==> src/hw/gshare_config.svh <==
// ~~~~~~~~~~~~~~~~~~~~~~~~~~~~~~~~~~~~~~~~~~~~~~~~~~~~~~~~~~~~~~~~~~~~~
// Sizing of the gshare predictor. PHT_INDEX_BITS must be at least
// HISTORY_BITS, and PHT_QUEUE_DEPTH must be 2 or more.
// Instructions are assumed 4-byte aligned (INSN_ADDR_SHIFT of 2).
// ~~~~~~~~~~~~~~~~~~~~~~~~~~~~~~~~~~~~~~~~~~~~~~~~~~~~~~~~~~~~~~~~~~~~~
`ifndef GSHARE_CONFIG_SVH
`define GSHARE_CONFIG_SVH

// Slots predicted and branches resolved per cycle.
`define FETCH_WIDTH 2
`define RESOLVE_WIDTH 2

// Pattern history table and global history sizing.
`define PHT_INDEX_BITS 6
`define HISTORY_BITS 4
`define PHT_QUEUE_DEPTH 4

// Address layout.
`define ADDR_BITS 32
`define INSN_ADDR_SHIFT 2
`define BTB_INDEX_BITS 4

`endif

==> src/hw/BranchPredTypes.sv <==
// ~~~~~~~~~~~~~~~~~~~~~~~~~~~~~~~~~~~~~~~~~~~~~~~~~~~~~~~~~~~~~~~~~~~~~
// Types shared by the gshare predictor and its execute-side users.
// Counters are 2-bit saturating, MSB set means taken.
// History holds the newest outcome in the LSB.
// ~~~~~~~~~~~~~~~~~~~~~~~~~~~~~~~~~~~~~~~~~~~~~~~~~~~~~~~~~~~~~~~~~~~~~
`include "gshare_config.svh"

package BranchPredTypes;

    typedef logic [`PHT_INDEX_BITS-1:0] PhtIndex;
    typedef logic [1:0] PhtCounter;
    typedef logic [`HISTORY_BITS-1:0] GlobalHistory;
    typedef logic [`ADDR_BITS-1:0] InsnAddr;

    // BTB addressing, tag is whatever lies above the index.
    typedef logic [`BTB_INDEX_BITS-1:0] BtbIndex;
    typedef logic [`ADDR_BITS-`INSN_ADDR_SHIFT-`BTB_INDEX_BITS-1:0] BtbTag;

    // One counter write into the PHT.
    typedef struct packed {
        PhtIndex addr;
        PhtCounter value;
    } PhtWrite;

    typedef struct packed {
        logic valid;
        InsnAddr pc;
    } FetchRequest;

    // Per-slot result, history is the one the counter was read with.
    typedef struct packed {
        logic btbHit;
        logic taken;
        PhtCounter counter;
        GlobalHistory history;
    } SlotPrediction;

    // Counter and history come back exactly as they were predicted.
    typedef struct packed {
        logic valid;
        InsnAddr addr;
        logic isCondBr;
        logic execTaken;
        logic mispred;
        PhtCounter counter;
        GlobalHistory history;
    } BranchResolve;

endpackage

==> src/hw/PhtBankedRam.sv <==
// ~~~~~~~~~~~~~~~~~~~~~~~~~~~~~~~~~~~~~~~~~~~~~~~~~~~~~~~~~~~~~~~~~~~~~
// Pattern history counters, one registered read per fetch slot and a
// single write port. A read of an address written in the same cycle
// returns the old counter.
// ~~~~~~~~~~~~~~~~~~~~~~~~~~~~~~~~~~~~~~~~~~~~~~~~~~~~~~~~~~~~~~~~~~~~~
`timescale 1ns/1ns
`include "gshare_config.svh"

module PhtBankedRam (
    input  logic                      clk,
    input  logic                      rstN,
    input  BranchPredTypes::PhtIndex  readAddr [`FETCH_WIDTH],
    output BranchPredTypes::PhtCounter readData [`FETCH_WIDTH],
    input  logic                      writeEn,
    input  BranchPredTypes::PhtWrite  writeReq
);

    localparam int Entries = 1 << `PHT_INDEX_BITS;

    BranchPredTypes::PhtCounter counters [Entries];

    // Contents are set by the sweep after reset.
    always_ff @(posedge clk) begin
        if (writeEn) begin
            counters[writeReq.addr] <= writeReq.value;
        end
    end

    // Read ports, one per slot.
    always_ff @(posedge clk) begin
        if (!rstN) begin
            for (int i = 0; i < `FETCH_WIDTH; i++) begin
                readData[i] <= '0;
            end
        end else begin
            for (int i = 0; i < `FETCH_WIDTH; i++) begin
                readData[i] <= counters[readAddr[i]];
            end
        end
    end

endmodule

==> src/hw/PhtUpdateQueue.sv <==
// ~~~~~~~~~~~~~~~~~~~~~~~~~~~~~~~~~~~~~~~~~~~~~~~~~~~~~~~~~~~~~~~~~~~~~
// Deferred PHT writes. popData shows the oldest entry combinationally.
// A push into a full queue without a pop is dropped, which only costs
// training. A pop of an empty queue is ignored.
// ~~~~~~~~~~~~~~~~~~~~~~~~~~~~~~~~~~~~~~~~~~~~~~~~~~~~~~~~~~~~~~~~~~~~~
`timescale 1ns/1ns
`include "gshare_config.svh"

module PhtUpdateQueue (
    input  logic                     clk,
    input  logic                     rstN,
    input  logic                     push,
    input  BranchPredTypes::PhtWrite pushData,
    input  logic                     pop,
    output BranchPredTypes::PhtWrite popData,
    output logic                     full,
    output logic                     empty
);

    localparam int Depth = `PHT_QUEUE_DEPTH;
    localparam int PtrBits = $clog2(Depth);

    BranchPredTypes::PhtWrite entries [Depth];
    logic [PtrBits-1:0] headPtr;
    logic [PtrBits-1:0] tailPtr;
    logic [PtrBits:0] count;
    logic doPush;
    logic doPop;

    function automatic logic [PtrBits-1:0] nextPtr(input logic [PtrBits-1:0] ptr);
        return (ptr == PtrBits'(Depth - 1)) ? '0 : ptr + 1'b1;
    endfunction

    assign full = (count == (PtrBits + 1)'(Depth));
    assign empty = (count == '0);
    assign doPop = pop && !empty;
    // A pop frees the slot, so a full queue still takes a push then.
    assign doPush = push && (!full || doPop);
    assign popData = entries[tailPtr];

    always_ff @(posedge clk) begin
        if (doPush) begin
            entries[headPtr] <= pushData;
        end
    end

    always_ff @(posedge clk) begin
        if (!rstN) begin
            headPtr <= '0;
            tailPtr <= '0;
            count <= '0;
        end else begin
            if (doPush) begin
                headPtr <= nextPtr(headPtr);
            end
            if (doPop) begin
                tailPtr <= nextPtr(tailPtr);
            end
            case ({doPush, doPop})
                2'b10: count <= count + 1'b1;
                2'b01: count <= count - 1'b1;
                default: count <= count;
            endcase
        end
    end

endmodule

==> src/hw/BranchTargetBuffer.sv <==
// ~~~~~~~~~~~~~~~~~~~~~~~~~~~~~~~~~~~~~~~~~~~~~~~~~~~~~~~~~~~~~~~~~~~~~
// Direct-mapped table telling which fetch slots hold known branches.
// Any valid resolve installs its entry, also during the PHT sweep.
// Results are registered to line up with the PHT read data.
// An invalid fetch reports no hits.
// ~~~~~~~~~~~~~~~~~~~~~~~~~~~~~~~~~~~~~~~~~~~~~~~~~~~~~~~~~~~~~~~~~~~~~
`timescale 1ns/1ns
`include "gshare_config.svh"

module BranchTargetBuffer (
    input  logic                          clk,
    input  logic                          rstN,
    input  BranchPredTypes::FetchRequest  fetchReq,
    input  BranchPredTypes::BranchResolve resolveIn [`RESOLVE_WIDTH],
    output logic                          slotHit [`FETCH_WIDTH],
    output logic                          slotIsCondBr [`FETCH_WIDTH]
);

    localparam int Entries = 1 << `BTB_INDEX_BITS;
    localparam int TagLsb = `INSN_ADDR_SHIFT + `BTB_INDEX_BITS;

    logic [Entries-1:0] entryValid;
    BranchPredTypes::BtbTag entryTag [Entries];
    logic entryIsCondBr [Entries];

    BranchPredTypes::InsnAddr slotAddr [`FETCH_WIDTH];
    BranchPredTypes::BtbIndex slotIndex [`FETCH_WIDTH];
    BranchPredTypes::BtbIndex resolveIndex [`RESOLVE_WIDTH];

    always_comb begin
        // Slot i sits i instructions after the fetch PC.
        for (int i = 0; i < `FETCH_WIDTH; i++) begin
            slotAddr[i] = fetchReq.pc + BranchPredTypes::InsnAddr'(i << `INSN_ADDR_SHIFT);
            slotIndex[i] = slotAddr[i][`INSN_ADDR_SHIFT +: `BTB_INDEX_BITS];
        end
        for (int i = 0; i < `RESOLVE_WIDTH; i++) begin
            resolveIndex[i] = resolveIn[i].addr[`INSN_ADDR_SHIFT +: `BTB_INDEX_BITS];
        end
    end

    always_ff @(posedge clk) begin
        if (!rstN) begin
            for (int i = 0; i < `FETCH_WIDTH; i++) begin
                slotHit[i] <= 1'b0;
                slotIsCondBr[i] <= 1'b0;
            end
        end else begin
            for (int i = 0; i < `FETCH_WIDTH; i++) begin
                slotHit[i] <= fetchReq.valid && entryValid[slotIndex[i]] &&
                    (entryTag[slotIndex[i]] == slotAddr[i][`ADDR_BITS-1:TagLsb]);
                slotIsCondBr[i] <= entryIsCondBr[slotIndex[i]];
            end
        end
    end

    // Later lanes are written last, so lane 1 wins a shared entry.
    always_ff @(posedge clk) begin
        if (!rstN) begin
            entryValid <= '0;
        end else begin
            for (int i = 0; i < `RESOLVE_WIDTH; i++) begin
                if (resolveIn[i].valid) begin
                    entryValid[resolveIndex[i]] <= 1'b1;
                end
            end
        end
    end

    always_ff @(posedge clk) begin
        for (int i = 0; i < `RESOLVE_WIDTH; i++) begin
            if (resolveIn[i].valid) begin
                entryTag[resolveIndex[i]] <= resolveIn[i].addr[`ADDR_BITS-1:TagLsb];
                entryIsCondBr[resolveIndex[i]] <= resolveIn[i].isCondBr;
            end
        end
    end

endmodule

==> src/hw/GshareCore.sv <==
// ~~~~~~~~~~~~~~~~~~~~~~~~~~~~~~~~~~~~~~~~~~~~~~~~~~~~~~~~~~~~~~~~~~~~~
// Gshare control. Predictions come one cycle after the fetch PC.
// The first valid resolve writes the PHT directly, a second one goes
// to the update queue and is lost if the queue is full.
// Resolves are ignored until the reset sweep has finished.
// ~~~~~~~~~~~~~~~~~~~~~~~~~~~~~~~~~~~~~~~~~~~~~~~~~~~~~~~~~~~~~~~~~~~~~
`timescale 1ns/1ns
`include "gshare_config.svh"

module GshareCore (
    input  logic                           clk,
    input  logic                           rstN,
    input  BranchPredTypes::FetchRequest   fetchReq,
    input  BranchPredTypes::BranchResolve  resolveIn [`RESOLVE_WIDTH],
    input  logic                           btbHit [`FETCH_WIDTH],
    input  logic                           btbIsCondBr [`FETCH_WIDTH],
    output BranchPredTypes::PhtIndex       phtReadAddr [`FETCH_WIDTH],
    input  BranchPredTypes::PhtCounter     phtReadData [`FETCH_WIDTH],
    output logic                           phtWriteEn,
    output BranchPredTypes::PhtWrite       phtWrite,
    output logic                           queuePush,
    output BranchPredTypes::PhtWrite       queuePushData,
    output logic                           queuePop,
    input  BranchPredTypes::PhtWrite       queueData,
    input  logic                           queueEmpty,
    input  logic                           queueFull,
    output BranchPredTypes::SlotPrediction predOut [`FETCH_WIDTH],
    output logic                           predReady
);

    localparam BranchPredTypes::PhtCounter WeakTaken = 2'd2;

    // History that the current predOut group was read with.
    BranchPredTypes::GlobalHistory historyReg;
    BranchPredTypes::GlobalHistory nextHistory;
    BranchPredTypes::PhtIndex sweepIdx;
    logic readyReg;
    logic slotTaken [`FETCH_WIDTH];
    logic groupBlocked;

    logic laneValid [`RESOLVE_WIDTH];
    BranchPredTypes::PhtWrite laneWrite [`RESOLVE_WIDTH];
    logic directValid;
    BranchPredTypes::PhtWrite directWrite;
    logic pushValid;

    // Address bits above the byte offset, history folded into the top.
    function automatic BranchPredTypes::PhtIndex hashIndex(
        input BranchPredTypes::InsnAddr addr,
        input BranchPredTypes::GlobalHistory hist
    );
        BranchPredTypes::PhtIndex idx;
        idx = addr[`INSN_ADDR_SHIFT +: `PHT_INDEX_BITS];
        idx[`PHT_INDEX_BITS-1 -: `HISTORY_BITS] = idx[`PHT_INDEX_BITS-1 -: `HISTORY_BITS] ^ hist;
        return idx;
    endfunction

    function automatic BranchPredTypes::PhtCounter trainCounter(
        input BranchPredTypes::PhtCounter ctr,
        input logic taken
    );
        if (taken) begin
            return (ctr == 2'd3) ? 2'd3 : ctr + 1'b1;
        end
        return (ctr == 2'd0) ? 2'd0 : ctr - 1'b1;
    endfunction

    assign predReady = readyReg;

    always_comb begin
        for (int i = 0; i < `FETCH_WIDTH; i++) begin
            slotTaken[i] = phtReadData[i][1] && btbHit[i];
            predOut[i].btbHit = btbHit[i];
            predOut[i].taken = slotTaken[i];
            predOut[i].counter = phtReadData[i];
            predOut[i].history = historyReg;
        end
    end

    // Next history, then the read addresses for the incoming fetch PC.
    always_comb begin
        nextHistory = historyReg;
        groupBlocked = 1'b0;
        // Slots behind a predicted-taken branch are not executed.
        for (int i = 0; i < `FETCH_WIDTH; i++) begin
            if (!groupBlocked && btbHit[i] && btbIsCondBr[i]) begin
                nextHistory = {nextHistory[`HISTORY_BITS-2:0], slotTaken[i]};
                groupBlocked = slotTaken[i];
            end
        end
        // Recovery overrides fetch updates, the last lane wins.
        for (int i = 0; i < `RESOLVE_WIDTH; i++) begin
            if (laneValid[i] && resolveIn[i].mispred) begin
                if (resolveIn[i].isCondBr) begin
                    nextHistory = {resolveIn[i].history[`HISTORY_BITS-2:0],
                                   resolveIn[i].execTaken};
                end else begin
                    nextHistory = resolveIn[i].history;
                end
            end
        end
        for (int i = 0; i < `FETCH_WIDTH; i++) begin
            phtReadAddr[i] = hashIndex(
                fetchReq.pc + BranchPredTypes::InsnAddr'(i << `INSN_ADDR_SHIFT),
                nextHistory);
        end
    end

    always_comb begin
        for (int i = 0; i < `RESOLVE_WIDTH; i++) begin
            laneValid[i] = readyReg && resolveIn[i].valid;
            laneWrite[i].addr = hashIndex(resolveIn[i].addr, resolveIn[i].history);
            laneWrite[i].value = trainCounter(resolveIn[i].counter, resolveIn[i].execTaken);
        end
    end

    // Write port arbitration. Sweep, then direct write, then queue drain.
    always_comb begin
        directValid = 1'b0;
        directWrite = '0;
        pushValid = 1'b0;
        queuePushData = '0;
        for (int i = 0; i < `RESOLVE_WIDTH; i++) begin
            if (laneValid[i]) begin
                if (!directValid) begin
                    directValid = 1'b1;
                    directWrite = laneWrite[i];
                end else if (!pushValid) begin
                    pushValid = 1'b1;
                    queuePushData = laneWrite[i];
                end
            end
        end
        queuePush = pushValid && !queueFull;
        queuePop = readyReg && !directValid && !queueEmpty;

        if (!readyReg) begin
            phtWriteEn = 1'b1;
            phtWrite.addr = sweepIdx;
            phtWrite.value = WeakTaken;
        end else if (directValid) begin
            phtWriteEn = 1'b1;
            phtWrite = directWrite;
        end else begin
            phtWriteEn = queuePop;
            phtWrite = queueData;
        end
    end

    always_ff @(posedge clk) begin
        if (!rstN) begin
            historyReg <= '0;
            sweepIdx <= '0;
            readyReg <= 1'b0;
        end else begin
            historyReg <= nextHistory;
            if (!readyReg) begin
                sweepIdx <= sweepIdx + 1'b1;
                if (sweepIdx == '1) begin
                    readyReg <= 1'b1;
                end
            end
        end
    end

endmodule

==> src/hw/BranchPredictor.sv <==
// ~~~~~~~~~~~~~~~~~~~~~~~~~~~~~~~~~~~~~~~~~~~~~~~~~~~~~~~~~~~~~~~~~~~~~
// Two-wide gshare direction predictor. Fixed one-cycle prediction
// latency, no back-pressure on any port. predReady stays low for the
// PHT sweep that follows reset.
// ~~~~~~~~~~~~~~~~~~~~~~~~~~~~~~~~~~~~~~~~~~~~~~~~~~~~~~~~~~~~~~~~~~~~~
`timescale 1ns/1ns
`include "gshare_config.svh"

module BranchPredictor (
    input  logic                           clk,
    input  logic                           rstN,
    input  BranchPredTypes::FetchRequest   fetchReq,
    input  BranchPredTypes::BranchResolve  resolveIn [`RESOLVE_WIDTH],
    output BranchPredTypes::SlotPrediction predOut [`FETCH_WIDTH],
    output logic                           predReady
);

    BranchPredTypes::PhtIndex phtReadAddr [`FETCH_WIDTH];
    BranchPredTypes::PhtCounter phtReadData [`FETCH_WIDTH];
    logic phtWriteEn;
    BranchPredTypes::PhtWrite phtWrite;
    logic queuePush;
    logic queuePop;
    BranchPredTypes::PhtWrite queuePushData;
    BranchPredTypes::PhtWrite queueData;
    logic queueFull;
    logic queueEmpty;
    logic btbHit [`FETCH_WIDTH];
    logic btbIsCondBr [`FETCH_WIDTH];

    GshareCore core (
        .clk(clk), .rstN(rstN), .fetchReq(fetchReq), .resolveIn(resolveIn),
        .btbHit(btbHit), .btbIsCondBr(btbIsCondBr),
        .phtReadAddr(phtReadAddr), .phtReadData(phtReadData),
        .phtWriteEn(phtWriteEn), .phtWrite(phtWrite),
        .queuePush(queuePush), .queuePushData(queuePushData), .queuePop(queuePop),
        .queueData(queueData), .queueEmpty(queueEmpty), .queueFull(queueFull),
        .predOut(predOut), .predReady(predReady)
    );

    PhtBankedRam phtRam (
        .clk(clk), .rstN(rstN), .readAddr(phtReadAddr), .readData(phtReadData),
        .writeEn(phtWriteEn), .writeReq(phtWrite)
    );

    PhtUpdateQueue updateQueue (
        .clk(clk), .rstN(rstN), .push(queuePush), .pushData(queuePushData),
        .pop(queuePop), .popData(queueData), .full(queueFull), .empty(queueEmpty)
    );

    BranchTargetBuffer btb (
        .clk(clk), .rstN(rstN), .fetchReq(fetchReq), .resolveIn(resolveIn),
        .slotHit(btbHit), .slotIsCondBr(btbIsCondBr)
    );

endmodule

==> config.mk <==
export PLATFORM = sky130hd
export DESIGN_NAME = BranchPredictor
export DESIGN_NICKNAME = d
export VERILOG_FILES = /design/src/hw/BranchPredTypes.sv /design/src/hw/PhtBankedRam.sv /design/src/hw/PhtUpdateQueue.sv /design/src/hw/BranchTargetBuffer.sv /design/src/hw/GshareCore.sv /design/src/hw/BranchPredictor.sv
export VERILOG_INCLUDE_DIRS = /design/src /design/src/hw
export SDC_FILE = /design/constraint.sdc
export NUM_CORES = 1
export LEC_CHECK = 0
export BUFFER_PORTS_ARGS = -buffer_cell sky130_fd_sc_hd__buf_2
export CORE_ASPECT_RATIO = 0.75
export CORE_UTILIZATION = 60
export CTS_BUF_LIST = sky130_fd_sc_hd__clkbuf_16
export CTS_CLUSTER_DIAMETER = 50
export CTS_CLUSTER_SIZE = 28
export DETAILED_ROUTE_END_ITERATION = 16
export PLACE_DENSITY = 0.78
export REMOVE_ABC_BUFFERS = 1
export SETUP_SLACK_MARGIN = 0.05
export SLEW_MARGIN = 20
export SYNTH_ARGS = -nofsm -noshare
export SYNTH_HDL_FRONTEND = slang
export SYNTH_SLANG_ARGS = --single-unit
==> constraint.sdc <==
create_clock -name clk -period 5.91 [get_ports clk]
set_input_delay 1.182 -clock clk [delete_from_list [all_inputs] [get_ports clk]]
set_output_delay 1.182 -clock clk [all_outputs]
set_load 0.01 [all_outputs]
==> flow_summary.toml, run 1 <==
[min_path]
worstHoldStart = "btb.entryValid[14]"
hold_class = "reg -> reg"

[floorplan]
die_w_um = 286
die_area_um2 = 61300
initial_core_util_pct = 61.1
coreArea_um2 = 59300
die_h_um = 215
rows = 77
io_pins = 136

[power_and_ir_drop]
pwr-share-seq_pct = 49.9
p_comb_share_pct = 14.9
irDropWorstVdd_mv = 0.264
cellLeakagePower_uw = 0.0129
p_switching_uw = 2670
switching_share_pct = 26.1
power.density_nw_per_um2 = 258
p_clk_share_pct = 35.3
p_int_uw = 7570

[cts]
cts-root-buf = "clkbuf_16"
numCtsBuffers = 48
post_cts_buffers = 0
cts-resized-gates = 0
cts_tree = "yes"
htree_num_levels = 2
clock_path_buffers = 3
clock_sinks = 636
clk_pin_slew_worst_paths_ns = 0.10
cts_hold_buffers = 0
clock_latency_ns = 0.63

[timing]
slew_headroom_pct = 21.2
hold_viol_final = 0
slew_viol_final = 0
rsz0062_at_grt = "no"
setup_slack_ns = 1.22
skew_ns = 0.0400
fmax_mhz = 213
period_share_pct = 79.3
finalCriticalPeriod_ns = 4.69
setup_viol = 0
hold_ws_ns = 0.509
tightestPinTransition_ns = 1.18
tns_ns = 0

[worst_setup_path]
criticalPathCategory = "in -> reg"
critPathTopFamily = "simple AND/OR/NAND/NOR gates"
startpoint_type = "input port"
cpMaxStageDelayCell = "or4_1"
cpPeakStageDelay_ns = 0.64
cp_data_arrival_time_ns = 5.21
crit_path_frequent_cell = "or4_1"
critPathMaxFanout = 120
crit_required_ns = 6.43
cp-startpoint = "fetchReq[3]"
end_kind = "flip-flop"
cp_num_buf_inv = 2
crit_chain = "buf_6 > buf_12 > nand3_1 > or4_1 > nor4_1 > xnor2_1 > xnor2_1 > or4_1 > or4_1 > nor4_2"

[routing]
drcViolationCount = 0
drtAntennaViolNets = 0
vias = 22627
drt_iter0_drc = 3015
routedWlPerCell_um = 32.6
avgViaCountPerCell = 7.24
wl_mm = 102
dr.pass1.iters = 5

[synth]
syn_area_per_cell_um2 = 16.1
synth_seq_cells = 636
yosys.area.top_type_share_pct = 49.1
async_reset_ff_share_pct = 0
synth_top_area_cell = "edfxtp_1"
ys_types = 59
syn_inst = 2247
synth_edf_count = 592
dominantRegCellSynth = "edfxtp_1"
synth_seq_area_share_pct = 51.5
synth_area_leaders = "edfxtp_1, mux4_2, mux2_2"
yosys_warnings = 0
netlist_area_um2 = 36200

[layout]
final_cell_mix = "edfxtp_1, mux2_2, mux4_2"
fin_area_um2 = 39600
final_common_cell = "edfxtp_1"
syn2layout_area_growth_pct = 9.49
stdcell_count = 3125
nNetsFinal = 2414
layout-drive-gt1-share_pct = 47.2

[placement]
place_ws_ns = 0.724
io_buffers = 129
dp_hpwl_mm = 62.9
placed_cells = 3025
place_area_um2 = 37900
globalplace.congestion = 0.940

[global_routing]
grt_usage_pct = 33.6
antenna_found_initial = 14
grt_max_degree = 132
grt_pass1_vias = 22709
grt-ovfl-total = 0
grt_pass1_wl_mm = 149

[outcome]
status = "finished clean"

[run]
maxCapViolations = 0
==> worst register-to-register path: cells and delay by family, from the launching register on <==
kind	cells	cell delay, ns
AND/OR/NAND/NOR	3	0.97
flip-flops	1	0.68
AO/OA/AOI/OAI	2	0.94
multiplexers	1	0.58
buffers and inverters	1	0.25
==> final cells by class <==
| type | instances | area, um^2 |
|---|---|---|
| Fill cell | 3978 | 19600 |
| Sequential cell | 636 | 18700 |
| Multi-Input combinational cell | 1391 | 17000 |
| Clock buffer | 50 | 1250 |
| Timing Repair Buffer | 190 | 1210 |
| Tap cell | 790 | 988 |
| Clock inverter | 38 | 468 |
| Inverter | 19 | 71.3 |
| Antenna cell | 11 | 27.5 |
==> flip-flops by register name, summed over array words and instances, names as in the netlist, named ones only <==
register	cells
core.predReady	1
phtRam.counters	128
core.sweepIdx	6
btb.entryTag	416
btb.slotIsCondBr	2
updateQueue.entries	32
updateQueue.headPtr	2
phtRam.readData	4
updateQueue.count	3
btb.entryIsCondBr	16
btb.entryValid	16
updateQueue.tailPtr	2
core.historyReg	4
btb.slotHit	2
==> cells by family (layout without fill, tap and decap cells) <==
| group | after synthesis | after routing | synth area share (%) |
|---|---|---|---|
| adders and majority gates | 9 | 9 | 0.332 |
| other | 0 | 11 | 0 |
| muxes | 861 | 861 | 37.2 |
| DFF | 636 | 636 | 51.5 |
| AOI/OAI and AO/OA | 94 | 94 | 1.71 |
| and+or+nand+nor | 333 | 333 | 4.27 |
| xor gates and xnor gates | 94 | 94 | 2.35 |
| buffers and inverters | 220 | 297 | 2.63 |
==> Yosys cell counts, types with 19 or more instances <==
cell type	number
xor2_1	34
clkbuf_1	133
mux4_2	339
edfxtp_1	592
inv_1	19
xnor2_1	58
nand3_1	28
nor3_1	22
a21oi_1	20
nor2_1	152
nand2_1	48
mux2i_1	80
dfxtp_1	44
buf_2	38
mux2_2	439
==> power by group through the flow <==
stage,Combinational [uW],Clock [uW],Sequential (uW)
floorplan,959,0,5180
global placement,1460,0,5190
detailed placement,1490,0,5210
CTS,1500,3630,5110
global route,1590,3780,5120
finish,1520,3610,5110
==> path summary, 6_finish.rpt <==
check / end / slack, ns / cells past startpoint
worst min register to register: btb.entryValid[14] / 0.51 / 2
worst max register to register: phtRam.counters[1][0] / 2.15 / 7
worst max-delay path: btb.slotHit[0] / 1.22 / 10
worst min-delay path: btb.entryValid[14] / 0.51 / 2
==> per-layer routing <==
| layer | wire, um | vias to the layer above | global-route usage, % | part of all wire, % |
|---|---|---|---|---|
| li1 | - | 9190 | - | - |
| met1 | 37900 | 11666 | 47.1 | 37 |
| met2 | 47400 | 1553 | 51.2 | 46 |
| met3 | 13700 | 212 | 10.1 | 13 |
| met4 | 2950 | 6 | 9.84 | 2.9 |
| met5 | 33 | - | 0 | 0.032 |
==> per-stage QoR <==
| step | total power [uW] | utilization [%] |
|---|---|---|
| floorplan | 6140 | - |
| global placement | 6650 | 63.9 |
| detailed placement | 6690 | 63.9 |
| CTS | 10200 | 66.8 |
| global route | 10500 | 66.9 |
| finish | 10200 | 66.9 |
(Power assumes the default switching activity.)
==> run 2, diff against run 1 <==
--- a/config.mk
+++ b/config.mk
@@ -8,12 +8,12 @@
 export LEC_CHECK = 0
 export BUFFER_PORTS_ARGS = -buffer_cell sky130_fd_sc_hd__buf_2
 export CORE_ASPECT_RATIO = 0.75
-export CORE_UTILIZATION = 60
+export CORE_UTILIZATION = 57
 export CTS_BUF_LIST = sky130_fd_sc_hd__clkbuf_16
 export CTS_CLUSTER_DIAMETER = 50
 export CTS_CLUSTER_SIZE = 28
 export DETAILED_ROUTE_END_ITERATION = 16
-export PLACE_DENSITY = 0.78
+export PLACE_DENSITY = 0.77
 export REMOVE_ABC_BUFFERS = 1
 export SETUP_SLACK_MARGIN = 0.05
 export SLEW_MARGIN = 20
==> constraint.sdc (replaced) <==
create_clock -name clk -period 4.2 [get_ports clk]
set_input_delay 0.84 -clock clk [delete_from_list [all_inputs] [get_ports clk]]
set_output_delay 0.84 -clock clk [all_outputs]
set_load 0.01 [all_outputs]
==> flow_summary.toml, run 2 (synthesized netlist as in run 1, its figures left out) <==
[outcome]
status = "finished clean"

[worst_setup_path]
cp_data_arrival_time_ns = 4.19
r2r_cells = 8
crit_chain = "buf_6 > ha_4 > buf_12 > buf_12 > mux4_2 > mux2i_1 > mux2_2 > nor3b_1 > a21o_1 > a21oi_1 > or4_1 > nor4_2"
rr_endpoint = "phtRam.readData[0]"
end_kind = "flip-flop"
reg2reg_setup_slack_ns = 0.80
cp_num_buf_inv = 3
critPathTopFamily = "simple AND/OR/NAND/NOR gates"
crit_required_ns = 4.74
startpoint_type = "input port"
reg2reg_from = "core.predReady"
criticalPathCategory = "in -> reg"
cpMaxStageDelayCell = "mux4_2"
crit_path_frequent_cell = "buf_12"
cpPeakStageDelay_ns = 0.55
critPathMaxFanout = 48

[min_path]
holdPathEnd = "core.sweepIdx[0]"
hold_class = "reg -> reg"
hold_depth = 2
worstHoldStart = "core.sweepIdx[0]"

[cts]
cts_hold_buffers = 0
clock_sinks = 636
cts-root-buf = "clkbuf_16"
post_cts_buffers = 0
numCtsBuffers = 51
htree_num_levels = 2
cts_tree = "yes"
clk_pin_slew_worst_paths_ns = 0.08
cts-resized-gates = 0
clock_latency_ns = 0.62
clock_path_buffers = 3

[global_routing]
grt-busiest-layer = "met2"
grt-ovfl-total = 0
use_met2_pct = 51.1
grt_usage_pct = 32.7
gr-usage-met1_pct = 44.8
grt_pass1_wl_mm = 152
grt_pass1_vias = 22750
grt_max_degree = 85
grtUsageMet3_pct = 8.77
antenna_found_initial = 8

[layout]
fin_area_um2 = 40100
final_cell_mix = "edfxtp_1, mux2_2, mux4_2"
syn2layout_area_growth_pct = 10.7
nNetsFinal = 2452
largest_register_ffs = 416
final_common_cell = "edfxtp_1"
filler_cell_count = 4294
layout-drive-gt1-share_pct = 48.1
stdcell_count = 3218

[placement]
placed_cells = 3121
globalplace.congestion = 0.920
place_area_um2 = 38300
dp_hpwl_mm = 64.7
io_buffers = 129

[routing]
avgViaCountPerCell = 7.14
routedWlPerCell_um = 32.7
dr.pass1.iters = 5
drt_iter0_drc = 3262
wl_mm = 105
vias = 22984
drcViolationCount = 0
drtAntennaViolNets = 0

[floorplan]
coreArea_um2 = 62400
rows = 79
die_w_um = 293
initial_core_util_pct = 58.0
die_h_um = 220
die_area_um2 = 64500
io_pins = 136

[timing]
period_share_pct = 86.9
slew_headroom_pct = 26.8
finalCriticalPeriod_ns = 3.65
slew_viol_final = 0
hold_ws_ns = 0.500
fmax_mhz = 274
setup_viol = 0
tightestPinTransition_ns = 1.09
hold_viol_final = 0
rsz0062_at_grt = "no"
skew_ns = 0.0182
tns_ns = 0

[run]
maxCapViolations = 0

[power_and_ir_drop]
irDropWorstVdd_mv = 0.354
power.density_nw_per_um2 = 361
cellLeakagePower_uw = 0.0131
## run 2: final cells by class
type	count	area [um^2]	share of cell area, %
clock buffer	53	1330	3.31
antenna	4	10.0	0.0250
clock inverter	40	400	0.999
sequential	636	18700	46.6
multi-input combinational	1391	17000	42.3
tap	850	1060	2.65
inverter	19	71.3	0.178
timing repair buffer	225	1590	3.96
## run 2: routing by layer
metal	wire (um)	vias up
li1	-	9272
met1	39000	11895
met2	49200	1563
met3	13500	244
met4	3440	10
met5	63	-
## run 2: worst max-delay path by stage
| stage | to | cells past startpoint | slack, ns | from |
|---|---|---|---|---|
| 2_1_floorplan | btb.slotHit[0] | 8 | -4.64 | fetchReq[2] |
| 3_3_place_gp | btb.slotHit[0] | 12 | -0.007 | fetchReq[3] |
| 3_5_place_dp | btb.slotHit[0] | 12 | -0.06 | fetchReq[3] |
| 4_1_cts | btb.slotHit[0] | 12 | 0.60 | fetchReq[3] |
| 5_1_grt | btb.slotHit[0] | 10 | 0.39 | fetchReq[2] |
| 6_report | btb.slotHit[0] | 12 | 0.55 | fetchReq[3] |
## run 2: report_power, final
| group | internal [uW] | leakage, uW | total [uW] | switching [uW] |
|---|---|---|---|---|
| registers | 7100 | 0.00581 | 7190 | 90.2 |
| logic | 1050 | 0.00648 | 2190 | 1150 |
| clock network | 2570 | 0.000855 | 5100 | 2530 |
## run 2: metrics by stage
stage / worst slack (ns) / util (%) / total power, uW
floorplan: -4.64 / - / 8640
global placement: -0.00738 / 61.5 / 9410
detailed placement: -0.0612 / 61.5 / 9470
CTS: 0.598 / 64.2 / 14500
global route: 0.391 / 64.2 / 14800
finish: 0.552 / 64.2 / 14500
## run 2: worst register-to-register path, delay by kind of cell, from the launching register on
kind | cells | cell delay, ns
simple gates | 1 | 0.35
buf+inv | 1 | 0.28
flops | 1 | 0.71
xor+xnor | 1 | 0.97
mux | 1 | 0.26
compound gates | 4 | 0.75
==> run 3, diff against run 2 <==
--- a/config.mk
+++ b/config.mk
@@ -8,15 +8,16 @@
 export LEC_CHECK = 0
 export BUFFER_PORTS_ARGS = -buffer_cell sky130_fd_sc_hd__buf_2
 export CORE_ASPECT_RATIO = 0.75
+export CORE_MARGIN = 5
 export CORE_UTILIZATION = 57
 export CTS_BUF_LIST = sky130_fd_sc_hd__clkbuf_16
 export CTS_CLUSTER_DIAMETER = 50
 export CTS_CLUSTER_SIZE = 28
 export DETAILED_ROUTE_END_ITERATION = 16
 export PLACE_DENSITY = 0.77
+export RECOVER_POWER = 100
 export REMOVE_ABC_BUFFERS = 1
 export SETUP_SLACK_MARGIN = 0.05
-export SLEW_MARGIN = 20
 export SYNTH_ARGS = -nofsm -noshare
 export SYNTH_HDL_FRONTEND = slang
 export SYNTH_SLANG_ARGS = --single-unit
==> flow_summary.toml, run 3 (synthesized netlist as in run 1, its figures left out) <==
[floorplan]
coreArea_um2 = 63300
die_area_um2 = 68700
io_pins = 136
die_w_um = 301
die_h_um = 228
initial_core_util_pct = 57.2
rows = 80

[placement]
globalplace.congestion = 0.945
dp_hpwl_mm = 65.7
place_area_um2 = 38400
io_buffers = 129

[cts]
numCtsBuffers = 54
cts_hold_buffers = 0
cts-root-buf = "clkbuf_16"
post_cts_buffers = 0
clk_pin_slew_worst_paths_ns = 0.08
cts-resized-gates = 0
cts_tree = "yes"
htree_num_levels = 2
clock_sinks = 636
clock_path_buffers = 3
clock_latency_ns = 0.64

[power_and_ir_drop]
p_total_uw = 15000
p_int_uw = 11000
irDropWorstVdd_mv = 0.271
p_switching_uw = 4000
p_comb_share_pct = 14.5
cellLeakagePower_uw = 0.0131
power.density_nw_per_um2 = 374
p_clk_share_pct = 37.5
switching_share_pct = 26.7
pwr-share-seq_pct = 48.0

[global_routing]
grt_max_degree = 86
grt_pass1_wl_mm = 154
antenna_found_initial = 15
grt_usage_pct = 30.1
grt_pass1_vias = 23215
grt-ovfl-total = 0

[outcome]
status = "finished with violations"
violations = "capacitance limit, slew limit"

[worst_setup_path]
criticalPathCategory = "in -> reg"
cp_data_arrival_time_ns = 4.27
setup.worst_path.end = "btb.entryTag[6][14]"
end_kind = "flip-flop"
cp-startpoint = "resolveIn[41]"
crit_cells = 6
crit_required_ns = 4.57
crit_chain = "clkbuf_1 > nand2_1 > nor3_1 > clkbuf_1 > clkbuf_1 > mux2_2"
critPathMaxFanout = 19
r2r_cells = 7
rr_endpoint = "phtRam.counters[5][1]"
critPathTopFamily = "buffers and inverters"
cpPeakStageDelay_ns = 1.44
reg2reg_setup_slack_ns = 0.57
crit_path_frequent_cell = "clkbuf_1"
cpMaxStageDelayCell = "clkbuf_1"
cp_num_buf_inv = 3
startpoint_type = "input port"

[timing]
tightestPinTransition_ns = 1.91
slew_viol_final = 59
hold_ws_ns = 0.502
fmax_mhz = 256
skew_ns = 0.0346
finalCriticalPeriod_ns = 3.90
rsz0062_at_grt = "no"
tns_ns = 0
hold_viol_final = 0
setup_viol = 0
period_share_pct = 92.9
slew_headroom_pct = -27.4

[routing]
wl_mm = 104
drcViolationCount = 0
drt_iter0_drc = 3021
vias = 23066
dr.pass1.iters = 6
drtAntennaViolNets = 0
avgViaCountPerCell = 7.09
routedWlPerCell_um = 32.0

[layout]
layout-drive-gt1-share_pct = 46.7
final_common_cell = "edfxtp_1"
largest_register_ffs = 416
syn2layout_area_growth_pct = 10.8
fin_area_um2 = 40100
final_cell_mix = "edfxtp_1, mux2_2, mux4_2"
final_util_pct = 63.4
nNetsFinal = 2469
filler_cell_count = 4441

[min_path]
hold_class = "reg -> reg"

[run]
maxCapViolations = 4
## run 3: cell types whose count changed in the layout (fill, tap and decap cells not counted), moves of 19 or more
cell	change
clkbuf_2	+30
buf_2	-19
clkbuf_1	+31
buf_4	-24
## run 3: worst min path at each step
| stage | from | to | cells past startpoint |
|---|---|---|---|
| finish | btb.entryValid[7] | btb.entryValid[7] | 2 |
| global route | btb.entryValid[5] | btb.entryValid[5] | 2 |
| CTS | btb.entryValid[7] | btb.entryValid[7] | 2 |
| detailed placement | btb.entryValid[7] | btb.entryValid[7] | 2 |
| global placement | btb.entryValid[7] | btb.entryValid[7] | 2 |
| floorplan | btb.entryValid[10] | btb.entryValid[10] | 2 |
## run 3: layer usage
metal	GRT usage, %	share of wire [%]	vias up	routed length (um)
met1	42.8	38	11873	39200
met5	0	0.10	-	104
met4	8.72	2.8	16	2960
met3	9.24	14	231	14100
met2	45.5	46	1637	47800
li1	-	-	9309	-
## run 3: area by class of cell
class                           count  area [um^2]  share of cell area [%]
Sequential cell                   636        18700                    46.5
Multi-Input combinational cell   1391        16800                    41.8
Timing Repair Buffer              239         1480                    3.70
Clock buffer                       57         1430                    3.56
Tap cell                          861         1080                    2.69
Clock inverter                     44          598                    1.49
Inverter                           19         71.3                   0.178
Antenna cell                        8         20.0                  0.0499
## run 3: power by group through the flow
stage | registers (uW) | logic, uW | clock network [uW]
2_1_floorplan | 7290 | 1350 | 0
3_3_place_gp | 7310 | 2100 | 0
3_5_place_dp | 7330 | 2150 | 0
4_1_cts | 7190 | 2160 | 5680
5_1_grt | 7210 | 2280 | 5970
6_report | 7190 | 2170 | 5630
## run 3: metrics by stage
step	std cells	worst slack, ns
floorplan	2046	-4.64
global placement	3146	-0.0419
detailed placement	3146	-0.0371
CTS	3247	0.608
global route	3251	0.228
finish	3255	0.297
## run 3: worst register-to-register path, delay by kind of cell (launching register included)
kind,cells,cell delay (ns)
multiplexers,1,0.57
AO/OA/AOI/OAI,2,0.79
flip-flops,1,0.70
AND/OR/NAND/NOR,3,0.99
buffers and inverters,1,0.24
